File: src/rv_csr_config.svh
// ==========================================================
// Build constants for the machine-mode CSR block
// Data width, identity register values and reset values
// Include wherever `XLEN or an identity value is needed
// ==========================================================

`ifndef RV_CSR_CONFIG_SVH
`define RV_CSR_CONFIG_SVH

// Data path width, RV32 only
`define XLEN 32

// Identity registers, all read-only
`define CSR_MVENDORID_VAL 32'h0000_0000  // Non-commercial
`define CSR_MARCHID_VAL   32'h0000_0000  // Not assigned
`define CSR_MIMPID_VAL    32'h0000_0001  // First implementation
`define CSR_MHARTID_VAL   32'h0000_0000  // Single hart

// MXL = 1 (RV32), extension bit 8 = I
`define CSR_MISA_VAL      {2'b01, 4'b0000, 26'h000_0100}

// Reset values
`define CSR_MPP_RESET     2'b11          // Previous privilege starts as M
`define CSR_REG_RESET     32'h0000_0000  // mtvec, mscratch, mepc, mcause, mtval

`endif

File: src/rv_csr_pkg.sv
// ==========================================================
// Shared types for the machine-mode CSR block
// Addresses, operation and privilege encodings, and the
// packed structs passed between decode, state and read mux
// ==========================================================

`include "rv_csr_config.svh"

package rv_csr_pkg;

  // ========================================================
  // Encodings
  // ========================================================
  typedef logic [11:0] csr_addr_t;

  // funct3 of the CSR instructions, other codes leave the register as is
  typedef enum logic [2:0] {
    CSR_OP_RW  = 3'b001,
    CSR_OP_RS  = 3'b010,
    CSR_OP_RC  = 3'b011,
    CSR_OP_RWI = 3'b101,
    CSR_OP_RSI = 3'b110,
    CSR_OP_RCI = 3'b111
  } csr_op_e;

  typedef enum logic [1:0] {
    PRIV_U = 2'b00,
    PRIV_S = 2'b01,
    PRIV_M = 2'b11
  } priv_e;

  // Kept addresses
  localparam csr_addr_t CSR_MSTATUS   = 12'h300;
  localparam csr_addr_t CSR_MISA      = 12'h301;  // Read-only by rule, not by encoding
  localparam csr_addr_t CSR_MTVEC     = 12'h305;
  localparam csr_addr_t CSR_MSCRATCH  = 12'h340;
  localparam csr_addr_t CSR_MEPC      = 12'h341;
  localparam csr_addr_t CSR_MCAUSE    = 12'h342;
  localparam csr_addr_t CSR_MTVAL     = 12'h343;
  localparam csr_addr_t CSR_MVENDORID = 12'hF11;
  localparam csr_addr_t CSR_MARCHID   = 12'hF12;
  localparam csr_addr_t CSR_MIMPID    = 12'hF13;
  localparam csr_addr_t CSR_MHARTID   = 12'hF14;

  // ========================================================
  // Structs
  // ========================================================
  typedef struct packed {
    csr_addr_t          addr;
    logic [`XLEN-1:0]   wdata;   // rs1 value or zero-extended uimm
    csr_op_e            op;
    logic               we;      // Access present and may write
  } csr_req_t;

  typedef struct packed {
    logic               entry;   // Trap taken this cycle
    logic [`XLEN-1:0]   pc;
    logic [4:0]         cause;
    logic [`XLEN-1:0]   val;
  } trap_req_t;

  // One bit per kept address, at most one set
  typedef struct packed {
    logic mstatus;
    logic misa;
    logic mtvec;
    logic mscratch;
    logic mepc;
    logic mcause;
    logic mtval;
    logic mvendorid;
    logic marchid;
    logic mimpid;
    logic mhartid;
  } csr_sel_t;

  typedef struct packed {
    logic  mie;
    logic  mpie;
    priv_e mpp;
  } mstatus_t;

  typedef struct packed {
    mstatus_t           mstatus;
    logic [`XLEN-1:0]   mtvec;
    logic [`XLEN-1:0]   mscratch;
    logic [`XLEN-1:0]   mepc;
    logic [`XLEN-1:0]   mcause;
    logic [`XLEN-1:0]   mtval;
  } csr_state_t;

endpackage

File: src/csr_decode.sv
// ==========================================================
// CSR address decode and access check
// Builds the one-hot select and decides legality of a write
// Purely combinational, sits in front of the register state
// ==========================================================

`timescale 1ns/1ps

module csr_decode (
  input  rv_csr_pkg::csr_addr_t addr,
  input  logic                  we,
  input  rv_csr_pkg::priv_e     current_priv,
  output rv_csr_pkg::csr_sel_t  sel,
  output logic                  wr_en,
  output logic                  illegal_csr
);

  import rv_csr_pkg::*;

  logic [1:0] addr_priv;    // Lowest privilege allowed by the address
  logic       addr_exists;
  logic       addr_ro;
  logic       priv_ok;
  logic       illegal;

  // ========================================================
  // One-hot select
  // ========================================================
  always_comb begin
    sel           = '0;
    sel.mstatus   = (addr == CSR_MSTATUS);
    sel.misa      = (addr == CSR_MISA);
    sel.mtvec     = (addr == CSR_MTVEC);
    sel.mscratch  = (addr == CSR_MSCRATCH);
    sel.mepc      = (addr == CSR_MEPC);
    sel.mcause    = (addr == CSR_MCAUSE);
    sel.mtval     = (addr == CSR_MTVAL);
    sel.mvendorid = (addr == CSR_MVENDORID);
    sel.marchid   = (addr == CSR_MARCHID);
    sel.mimpid    = (addr == CSR_MIMPID);
    sel.mhartid   = (addr == CSR_MHARTID);
  end

  // Any bit set means a kept register
  assign addr_exists = |sel;

  // ========================================================
  // Access rights from the address encoding
  // ========================================================
  // addr[9:8] is the minimum privilege level
  assign addr_priv = addr[9:8];

  // Current level must reach the level in the address
  assign priv_ok = (current_priv >= addr_priv);

  // addr[11:10] == 11 marks read-only space, misa is read-only here too
  assign addr_ro = (addr[11:10] == 2'b11) || sel.misa;

  // Single place where legality is decided
  assign illegal = !addr_exists || !priv_ok || addr_ro;

  // Flag only matters for an actual access
  assign illegal_csr = we && illegal;

  // Commit only legal writes
  assign wr_en = we && !illegal;

endmodule

File: src/csr_file_top.sv
// ==========================================================
// Machine-mode CSR block, top level
// Decode, register state and read mux, plus the status
// signals the pipeline uses for traps and MRET
// ==========================================================

`timescale 1ns/1ps

`include "rv_csr_config.svh"

module csr_file_top (
  input  logic                  clk,
  input  logic                  reset_n,
  input  rv_csr_pkg::csr_req_t  req,
  input  rv_csr_pkg::trap_req_t trap,
  input  logic                  mret,
  input  rv_csr_pkg::priv_e     current_priv,
  output logic [`XLEN-1:0]      rdata,         // Same cycle as req
  output logic                  illegal_csr,   // Same cycle as req
  output logic [`XLEN-1:0]      trap_vector,   // Handler address
  output logic [`XLEN-1:0]      mepc_out,      // MRET target
  output logic                  mstatus_mie,   // Global interrupt enable
  output rv_csr_pkg::priv_e     mpp_out
);

  import rv_csr_pkg::*;

  csr_sel_t   sel;
  csr_state_t state;
  logic       wr_en;   // Legal write this cycle

  csr_decode u_decode (
    .addr         (req.addr),
    .we           (req.we),
    .current_priv (current_priv),
    .sel          (sel),
    .wr_en        (wr_en),
    .illegal_csr  (illegal_csr)
  );

  csr_machine_state u_state (
    .clk          (clk),
    .reset_n      (reset_n),
    .sel          (sel),
    .wr_en        (wr_en),
    .op           (req.op),
    .wdata        (req.wdata),
    .rdata        (rdata),          // Old value feeds set and clear
    .trap         (trap),
    .mret         (mret),
    .current_priv (current_priv),
    .state        (state)
  );

  csr_read_mux u_read_mux (
    .sel   (sel),
    .state (state),
    .rdata (rdata)
  );

  // Status straight from the registers
  assign trap_vector = state.mtvec;
  assign mepc_out    = state.mepc;
  assign mstatus_mie = state.mstatus.mie;
  assign mpp_out     = state.mstatus.mpp;

endmodule

File: src/csr_machine_state.sv
// ==========================================================
// Machine-mode CSR storage
// Computes the CSR write value and updates the registers
// Priority per cycle is trap entry, then MRET, then a write
// ==========================================================

`timescale 1ns/1ps

`include "rv_csr_config.svh"

module csr_machine_state (
  input  logic                   clk,
  input  logic                   reset_n,
  input  rv_csr_pkg::csr_sel_t   sel,
  input  logic                   wr_en,
  input  rv_csr_pkg::csr_op_e    op,
  input  logic [`XLEN-1:0]       wdata,
  input  logic [`XLEN-1:0]       rdata,
  input  rv_csr_pkg::trap_req_t  trap,
  input  logic                   mret,
  input  rv_csr_pkg::priv_e      current_priv,
  output rv_csr_pkg::csr_state_t state
);

  import rv_csr_pkg::*;

  logic [`XLEN-1:0] wval;          // Value after RW/RS/RC
  logic [`XLEN-1:0] wval_aligned;  // Low two bits forced to zero
  logic [`XLEN-1:0] cause_ext;

  // ========================================================
  // Write value
  // ========================================================
  // Set and clear work on the current read value
  always_comb begin
    case (op)
      CSR_OP_RW,
      CSR_OP_RWI: wval = wdata;
      CSR_OP_RS,
      CSR_OP_RSI: wval = rdata | wdata;    // Set bits
      CSR_OP_RC,
      CSR_OP_RCI: wval = rdata & ~wdata;   // Clear bits
      default:    wval = rdata;            // No change
    endcase
  end

  // mtvec and mepc hold word addresses only
  assign wval_aligned = {wval[`XLEN-1:2], 2'b00};

  // Cause code widened to a full register
  assign cause_ext = {{(`XLEN-5){1'b0}}, trap.cause};

  // ========================================================
  // Register update
  // ========================================================
  always_ff @(posedge clk or negedge reset_n) begin
    if (!reset_n) begin
      state.mstatus.mie  <= 1'b0;              // Interrupts off
      state.mstatus.mpie <= 1'b0;
      state.mstatus.mpp  <= priv_e'(`CSR_MPP_RESET);
      state.mtvec        <= `CSR_REG_RESET;
      state.mscratch     <= `CSR_REG_RESET;
      state.mepc         <= `CSR_REG_RESET;
      state.mcause       <= `CSR_REG_RESET;
      state.mtval        <= `CSR_REG_RESET;
    end else if (trap.entry) begin
      // Every trap lands in machine mode
      state.mepc         <= trap.pc;
      state.mcause       <= cause_ext;
      state.mtval        <= trap.val;
      state.mstatus.mpie <= state.mstatus.mie;  // Stack the enable
      state.mstatus.mie  <= 1'b0;
      state.mstatus.mpp  <= current_priv;       // Stack the privilege
    end else if (mret) begin
      // Pop the stack
      state.mstatus.mie  <= state.mstatus.mpie;
      state.mstatus.mpie <= 1'b1;
      state.mstatus.mpp  <= PRIV_M;
    end else if (wr_en) begin
      // Decode has already rejected read-only and unknown addresses
      case (1'b1)
        sel.mstatus: begin
          // Only MIE, MPIE and MPP are kept, other bits dropped
          state.mstatus.mie  <= wval[3];
          state.mstatus.mpie <= wval[7];
          state.mstatus.mpp  <= priv_e'(wval[12:11]);
        end
        sel.mtvec:    state.mtvec    <= wval_aligned;
        sel.mscratch: state.mscratch <= wval;
        sel.mepc:     state.mepc     <= wval_aligned;
        sel.mcause:   state.mcause   <= wval;
        sel.mtval:    state.mtval    <= wval;
        default: begin
          // Identity registers and misa never change
        end
      endcase
    end
  end

endmodule

File: src/csr_read_mux.sv
// ==========================================================
// CSR read data selection
// AND-OR mux over the one-hot select, zero for unknown
// addresses, combinational in the access cycle
// ==========================================================

`timescale 1ns/1ps

`include "rv_csr_config.svh"

module csr_read_mux (
  input  rv_csr_pkg::csr_sel_t   sel,
  input  rv_csr_pkg::csr_state_t state,
  output logic [`XLEN-1:0]       rdata
);

  import rv_csr_pkg::*;

  logic [`XLEN-1:0] mstatus_word;

  // ========================================================
  // Architectural mstatus layout
  // ========================================================
  assign mstatus_word = {
    {(`XLEN-13){1'b0}},   // [31:13] Not kept
    state.mstatus.mpp,    // [12:11] MPP
    3'b000,               // [10:8]
    state.mstatus.mpie,   // [7] MPIE
    3'b000,               // [6:4]
    state.mstatus.mie,    // [3] MIE
    3'b000                // [2:0]
  };

  // ========================================================
  // Select
  // ========================================================
  // At most one term is live, none gives zero
  always_comb begin
    rdata = '0;
    rdata |= {`XLEN{sel.mstatus}}   & mstatus_word;
    rdata |= {`XLEN{sel.misa}}      & `XLEN'(`CSR_MISA_VAL);
    rdata |= {`XLEN{sel.mtvec}}     & state.mtvec;
    rdata |= {`XLEN{sel.mscratch}}  & state.mscratch;
    rdata |= {`XLEN{sel.mepc}}      & state.mepc;
    rdata |= {`XLEN{sel.mcause}}    & state.mcause;
    rdata |= {`XLEN{sel.mtval}}     & state.mtval;
    // Identity values, zero-extended
    rdata |= {`XLEN{sel.mvendorid}} & `XLEN'(`CSR_MVENDORID_VAL);
    rdata |= {`XLEN{sel.marchid}}   & `XLEN'(`CSR_MARCHID_VAL);
    rdata |= {`XLEN{sel.mimpid}}    & `XLEN'(`CSR_MIMPID_VAL);
    rdata |= {`XLEN{sel.mhartid}}   & `XLEN'(`CSR_MHARTID_VAL);
  end

endmodule

File: config.mk
export PLATFORM = sky130hd
export DESIGN_NAME = csr_file_top
export DESIGN_NICKNAME = d
export VERILOG_FILES = /design/src/rv_csr_pkg.sv /design/src/csr_decode.sv /design/src/csr_file_top.sv /design/src/csr_machine_state.sv /design/src/csr_read_mux.sv
export VERILOG_INCLUDE_DIRS = /design/src
export SDC_FILE = /design/constraint.sdc
export NUM_CORES = 1
export LEC_CHECK = 0
export BUFFER_PORTS_ARGS = -buffer_cell sky130_fd_sc_hd__buf_4
export CORE_ASPECT_RATIO = 0.6
export CORE_MARGIN = 1
export CORE_UTILIZATION = 55
export CTS_CLUSTER_DIAMETER = 100
export DETAILED_ROUTE_END_ITERATION = 16
export GPL_ROUTABILITY_DRIVEN = 0
export PLACE_DENSITY_LB_ADDON = 0.2
export SYNTH_ARGS = -nofsm -noshare
export SYNTH_HDL_FRONTEND = slang
export SYNTH_SLANG_ARGS = --single-unit
File: constraint.sdc
create_clock -name clk -period 2.6 [get_ports clk]
set_clock_uncertainty 0.2 [all_clocks]
set_input_delay 0.26 -clock clk [delete_from_list [all_inputs] [get_ports clk]]
set_output_delay 0.26 -clock clk [all_outputs]
set_load 0.03 [all_outputs]
## Yosys cells after proc, flatten, opt, wreduce, memory -nomap -nowiden

Cells that the tools add are included.

| word-level totals | value |
|---|---|
| flip-flop bits (word level) | 162 |
| latch bits | 0 |
| memory bits (writable) | 0 |
| ROM bits | 0 |
| input bits | 123 |
| output and inout port bits | 100 |
| word-level logic and storage cells | 104 |
| memories kept | 0 |

| operators by class | value |
|---|---|
| add/sub/neg operators | 0 |
| multiply operators | 0 |
| div/mod/pow operators | 0 |
| order comparisons | 1 |
| eq/ne operators | 24 |
| shift operators | 0 |
| multiplexer cells | 27 |
| bitwise gates (word level) | 20 |
| reductions and logical operators | 24 |

Operators by type and width:

| cell | number |
|---|---|
| two-way mux 32 bit | 20 |
| AND 32 bit | 6 |
| two-way mux 96 bit | 2 |
| bitwise OR 32 bit | 6 |
| two-way mux 164 bit | 1 |
| one-hot mux 32 bit (3 select lines) | 1 |
| == test 12 x 10 -> 1 bit (second input constant) | 7 |
| == test 12 bit (second input constant) | 4 |
| AND 32 x 13 -> 32 bit | 1 |
| NOT 32 bit | 1 |
| bitwise OR 32 x 1 -> 32 bit | 1 |
| bitwise OR 32 x 31 -> 32 bit | 1 |
| two-way mux 4 bit | 3 |
| != test 2 bit (second input constant) | 6 |
| AND reduction 6 bit | 2 |
| OR reduction 11 bit | 1 |
| == test 3 bit (second input constant) | 3 |
| AND reduction 8 bit | 1 |
| nonzero test 2 bit | 4 |
| AND reduction 7 bit | 1 |
| == test 3 x 2 -> 1 bit (second input constant) | 2 |
| nonzero test 3 bit | 2 |
| OR reduction 2 bit | 3 |
| AND reduction 5 bit | 1 |
| other kinds (8) | 16 |

## Longest topological paths before layout

| logic depth | value |
|---|---|
| depth in word-level cells | 20 |
| gate-level depth with buffers | 10 |
| depth with buffers taken out | 8 |

## Modules after synthesis

From an unflattened synthesis, not the netlist that was laid out.

| second synthesis, totals | value |
|---|---|
| cells, all modules | 893 |
| area, all modules | 9024.9 µm² |

By module, submodules not included:

| module | times used | cells each | area an instance (µm²) | seq. area each (µm²) |
|---|---|---|---|---|
| csr_machine_state | 1 | 733 | 7946.4 | 4056.4 |
| csr_read_mux | 1 | 118 | 810.8 | 0.0 |
| csr_decode | 1 | 42 | 267.8 | 0.0 |

## Worst setup path before layout

OpenSTA, ideal clock, no wires.

| timing path | value |
|---|---|
| path type | in2reg |
| start | input port req[42] (netlist bit) |
| end | register u_state.state[161] (netlist name) |
| setup time | 81 ps |
| arrival | 2531 ps |
| data required time | 2319 ps |
| setup slack | -212 ps |
| stages | 7 |
| path buffers | 1 |
| cell sequence | or4b_1 -> buf_2 -> or3_1 -> a31oi_1 -> o21ai_1 -> or2_0 -> a32oi_1 |

| on the way | value |
|---|---|
| longest elaborated chain between the ends | 15 |
| elaborated cells on any way between the ends | 41 |
| those cells by class | 11 x eq/ne; 5 x mux; 15 x bitwise; 10 x reduce/logical |

RTL lines:

| what | RTL line | RTL |
|---|---|---|
| from (decl) | csr_file_top.sv:14 | `input rv_csr_pkg::csr_req_t req,` |
| == test 12 x 10 -> 1 bit | csr_decode.sv:31 | `sel.mstatus = (addr == CSR_MSTATUS);` |
| AND 32 x 13 -> 32 bit | csr_read_mux.sv:40 | `` rdata \|= {`XLEN{sel.mstatus}} & mstatus_word; `` |
| bitwise OR 32 x 31 -> 32 bit | csr_read_mux.sv:41 | `` rdata \|= {`XLEN{sel.misa}} & `XLEN'(`CSR_MISA_VAL); `` |
| bitwise OR 32 bit | csr_read_mux.sv:42 | `` rdata \|= {`XLEN{sel.mtvec}} & state.mtvec; `` |
| bitwise OR 32 bit | csr_read_mux.sv:43 | `` rdata \|= {`XLEN{sel.mscratch}} & state.mscratch; `` |
| bitwise OR 32 bit | csr_read_mux.sv:44 | `` rdata \|= {`XLEN{sel.mepc}} & state.mepc; `` |
| bitwise OR 32 bit | csr_read_mux.sv:45 | `` rdata \|= {`XLEN{sel.mcause}} & state.mcause; `` |
| bitwise OR 32 bit * | csr_read_mux.sv:46 | `` rdata \|= {`XLEN{sel.mtval}} & state.mtval; `` |
| bitwise OR 32 x 1 -> 32 bit * | csr_read_mux.sv:50 | `` rdata \|= {`XLEN{sel.mimpid}} & `XLEN'(`CSR_MIMPID_VAL); `` |
| named net rdata[12] | csr_file_top.sv:18 | `` output logic [`XLEN-1:0] rdata, `` |
| AND 32 bit / bitwise OR 32 bit (equally long branches) | csr_machine_state.sv:42, csr_machine_state.sv:40 |  |
| one-hot mux 32 bit (3 select lines) * | csr_machine_state.sv:36 | `case (op)` |
| two-way mux 4 bit * | csr_machine_state.sv:81 | `case (1'b1)` |
| two-way mux 164 bit * | csr_machine_state.sv:79 | `end else if (wr_en) begin` |
| two-way mux 4 bit * | csr_machine_state.sv:74 | `end else if (mret) begin` |
| two-way mux 4 bit * | csr_machine_state.sv:66 | `end else if (trap.entry) begin` |

The timed path passes the listed nets; every way through them passes the cells marked *. The select of a mux whose other input is x is not followed.
A chain may end at the register's enable or synchronous reset.

## Worst setup path in the final report

| timing path | value |
|---|---|
| start | register u_state.state[64] (netlist name) |
| end | output port rdata[0] |

| on the way | value |
|---|---|
| longest elaborated chain between the ends | 5 |

RTL lines:

| what | RTL line |
|---|---|
| AND 32 bit | csr_read_mux.sv:44 |
| bitwise OR 32 bit | csr_read_mux.sv:44 |
| bitwise OR 32 bit | csr_read_mux.sv:45 |
| bitwise OR 32 bit | csr_read_mux.sv:46 |
| bitwise OR 32 x 1 -> 32 bit | csr_read_mux.sv:50 |
| to (decl) | csr_file_top.sv:18 |

Every way passes these cells.

==> impl_metrics.ini <==
[synth]
synth_top_area_share = 0.403
post-synth-top-area-cell = dfrtp_1
netlist_instances = 1068
synth_top_flop_cell = dfrtp_1
synth-seq-area-share = 0.409
synthArstFlopShare = 1.00
yosys_warnings = 0
avgSynthCellArea_sq_um = 9.29
yosysUniqueCellTypes = 61
netlist_area_sq_um = 9930
synth-seq-cells = 162
synth-edff-count = 0
synthTopCellsByArea = dfrtp_1 40%, nand2_1 6.6%, buf_4 5.6%, mux2i_1 4.1%, mux4_2 4.1%

[cts]
htree_levels = 4
cts_tree = done
postCtsSetupBuffers = 0
cts_root_buf = clkbuf_16
cts_sinks = 162
insertion_delay_ps = 430
cts_buffer_depth = 2
cts_made_buffers = 17
cts.clk_slew.worst_paths_ps = 80

[sta]
finalSetupViolations = 0
fin_hold_ws_ps = 9.18
hold_viol = 0
fin_ws_ps = 21.3
worstMarginPinSlew_ps = 740
fin_crit_sh = 0.992
maxSlewViolCount = 0
slew_headroom = 0.507
period_needed_ps = 2580
timing.fmax_mhz = 388
rsz0062_at_grt = no

[global_route]
grt_pass1_wl_mm = 51.1
grt_max_degree = 69
grt_antenna_before_repair = 1
grt_usage = 0.358
grt_overflow = 0
grt_pass1_vias = 9233

[worst_setup_path]
cp.required_ps = 2140
crit_arrival_ps = 2120
critPathLaunchType = register
rr_startpoint = u_state.state[64]$_DFFE_PN0P_
crit_path_max_fanout = 3
crit_type = register to primary output
r2r_slack_ps = 220
rr_endpoint = u_state.state[32]$_DFFE_PN0P_
cp-end-kind = primary output
worst-r2r-cell-count = 5

[power_and_ir_drop]
power_mw = 6.32
ir_worst_vdd_v = 0.000494
p_leak_nw = 6.03
powerDensity_nw_per_um2 = 484

[die]
dieArea_sq_um = 18600
num_rows = 37
core_area_sq_um = 17400
chipWidth_um = 175
start_util = 0.570
die_height_um = 106
io_pins = 223

[drt]
route.vias.total = 9695
wl_per_cell_um = 21.3
drc = 0
antenna_left = 0
dr.pass1.iters = 7
drt-initial-drc-count = 1159
wl_mm = 32.9
viasPerCell = 6.28

[cells_and_area]
drive_above_1_share = 0.297
top_regs = u_state.state (162)
largest-register = u_state.state
fin_cells = 1545
area_growth_pct = 31.6
largest_reg_flops = 162
fin_nets = 1422

[hold_path]
hp-start = trap[58]
min_path_type = input pin to register
hold_path_depth = 4
whs_endpoint = u_state.state[85]$_DFFE_PN0P_

[run]
drv_cap = 0

[run_status]
status = finished, final reports clean

[place]
place.port_buffers = 219
pre_cts_ws_ps = -165
detailed_place_hpwl_mm = 22.0
dp_cells = 1443
placed cells by master, fill, tap and decap left out, types with 10 or more instances in the layout:
cell type / n
mux4_2: 18
o21ai_1: 10
dfrtp_1: 160
o31ai_1: 39
a32o_1: 17
mux2i_1: 41
xnor2_1: 22
a31oi_1: 24
a21o_1: 11
inv_1: 41
and2_1: 37
clkbuf_16: 17
a21oi_1: 13
o21ai_0: 73
nand2_1: 175
mux2_2: 24
buf_4: 280
a22oi_1: 11
buf_12: 13
nand3_1: 41
nor3_1: 20
dlygate4sd3_1: 69
synth_stat cells, types with 16 or more instances:
library cell,number
mux2_2,24
o21ai_0,74
buf_2,16
a31oi_1,25
clkbuf_1,63
nand2_1,175
buf_4,74
and2_1,37
nand3_1,42
mux2i_1,41
o31ai_1,39
nor3_1,20
inv_1,42
mux4_2,18
dfrtp_1,160
a32o_1,17
xnor2_1,22
cell families after synthesis:
group / share of synthesized area
compound gates: 0.184
xor+xnor: 0.0194
fa+ha+maj: 0.00252
buf+inv: 0.104
flops: 0.409
mux: 0.117
other cells: 0.000378
simple gates: 0.163
critical path, cell delays in order, from the launching register on:
cell	delay, ps
dfrtp_1	410
mux4_2	510
a32oi_1	480
inv_1	90
buf_4	190
stage by stage:
| step | instance area (sq um) | util | TNS (ps) |
|---|---|---|---|
| 2_1_floorplan | 9940 | - | -10.0 |
| 3_3_place_gp | 11800 | 0.676 | -1240 |
| 3_5_place_dp | 11800 | 0.676 | -6000 |
| 4_1_cts | 13000 | 0.749 | 0 |
| 5_1_grt | 13100 | 0.751 | 0 |
| 6_report | 13100 | 0.751 | 0 |
worst max path at each step:
stage	from	to	slack, ps	depth (start not counted)
after global placement	req[42]	u_state.state[55]$_DFFE_PN0P_	-60	8
after CTS	req[42]	rdata[7]	40	8
after floorplan	req[42]	u_state.state[161]$_DFFE_PN1P_	-10	7
after global routing	req[42]	rdata[7]	40	8
final	u_state.state[64]$_DFFE_PN0P_	rdata[0]	20	4
after detailed placement	req[42]	u_state.state[55]$_DFFE_PN0P_	-170	8
area by class of cell:
type / count / area (sq um)
flip-flops and latches: 162 / 4060
well taps: 234 / 293
fillers: 1212 / 4340
clock inverters: 14 / 139
diodes: 1 / 2.50
clock buffers: 18 / 439
repair buffers: 364 / 3080
multi-input cells: 710 / 4910
inverters: 42 / 158
report_power, final:
part           leakage [nW]  switching, mW  internal (mW)
Sequential             1.99         0.0843           2.62
Clock                 0.274           1.19           1.30
Combinational          3.77          0.598          0.528
layer usage:
| metal | track usage | part of all wire |
|---|---|---|
| met1 | 0.502 | 0.41 |
| met5 | 0 | 0 |
| met4 | 0.129 | 0.023 |
| met3 | 0.0823 | 0.12 |
| met2 | 0.544 | 0.45 |
repair_timing:
action / in CTS / in global routing
hold buffers: 69 / 0
hold endpoints to repair: 129 / 0
endpoints found under the setup margin: 0 / 7
resized for setup: 0 / 7
Note: power is estimated with default switching activity, not from simulation.
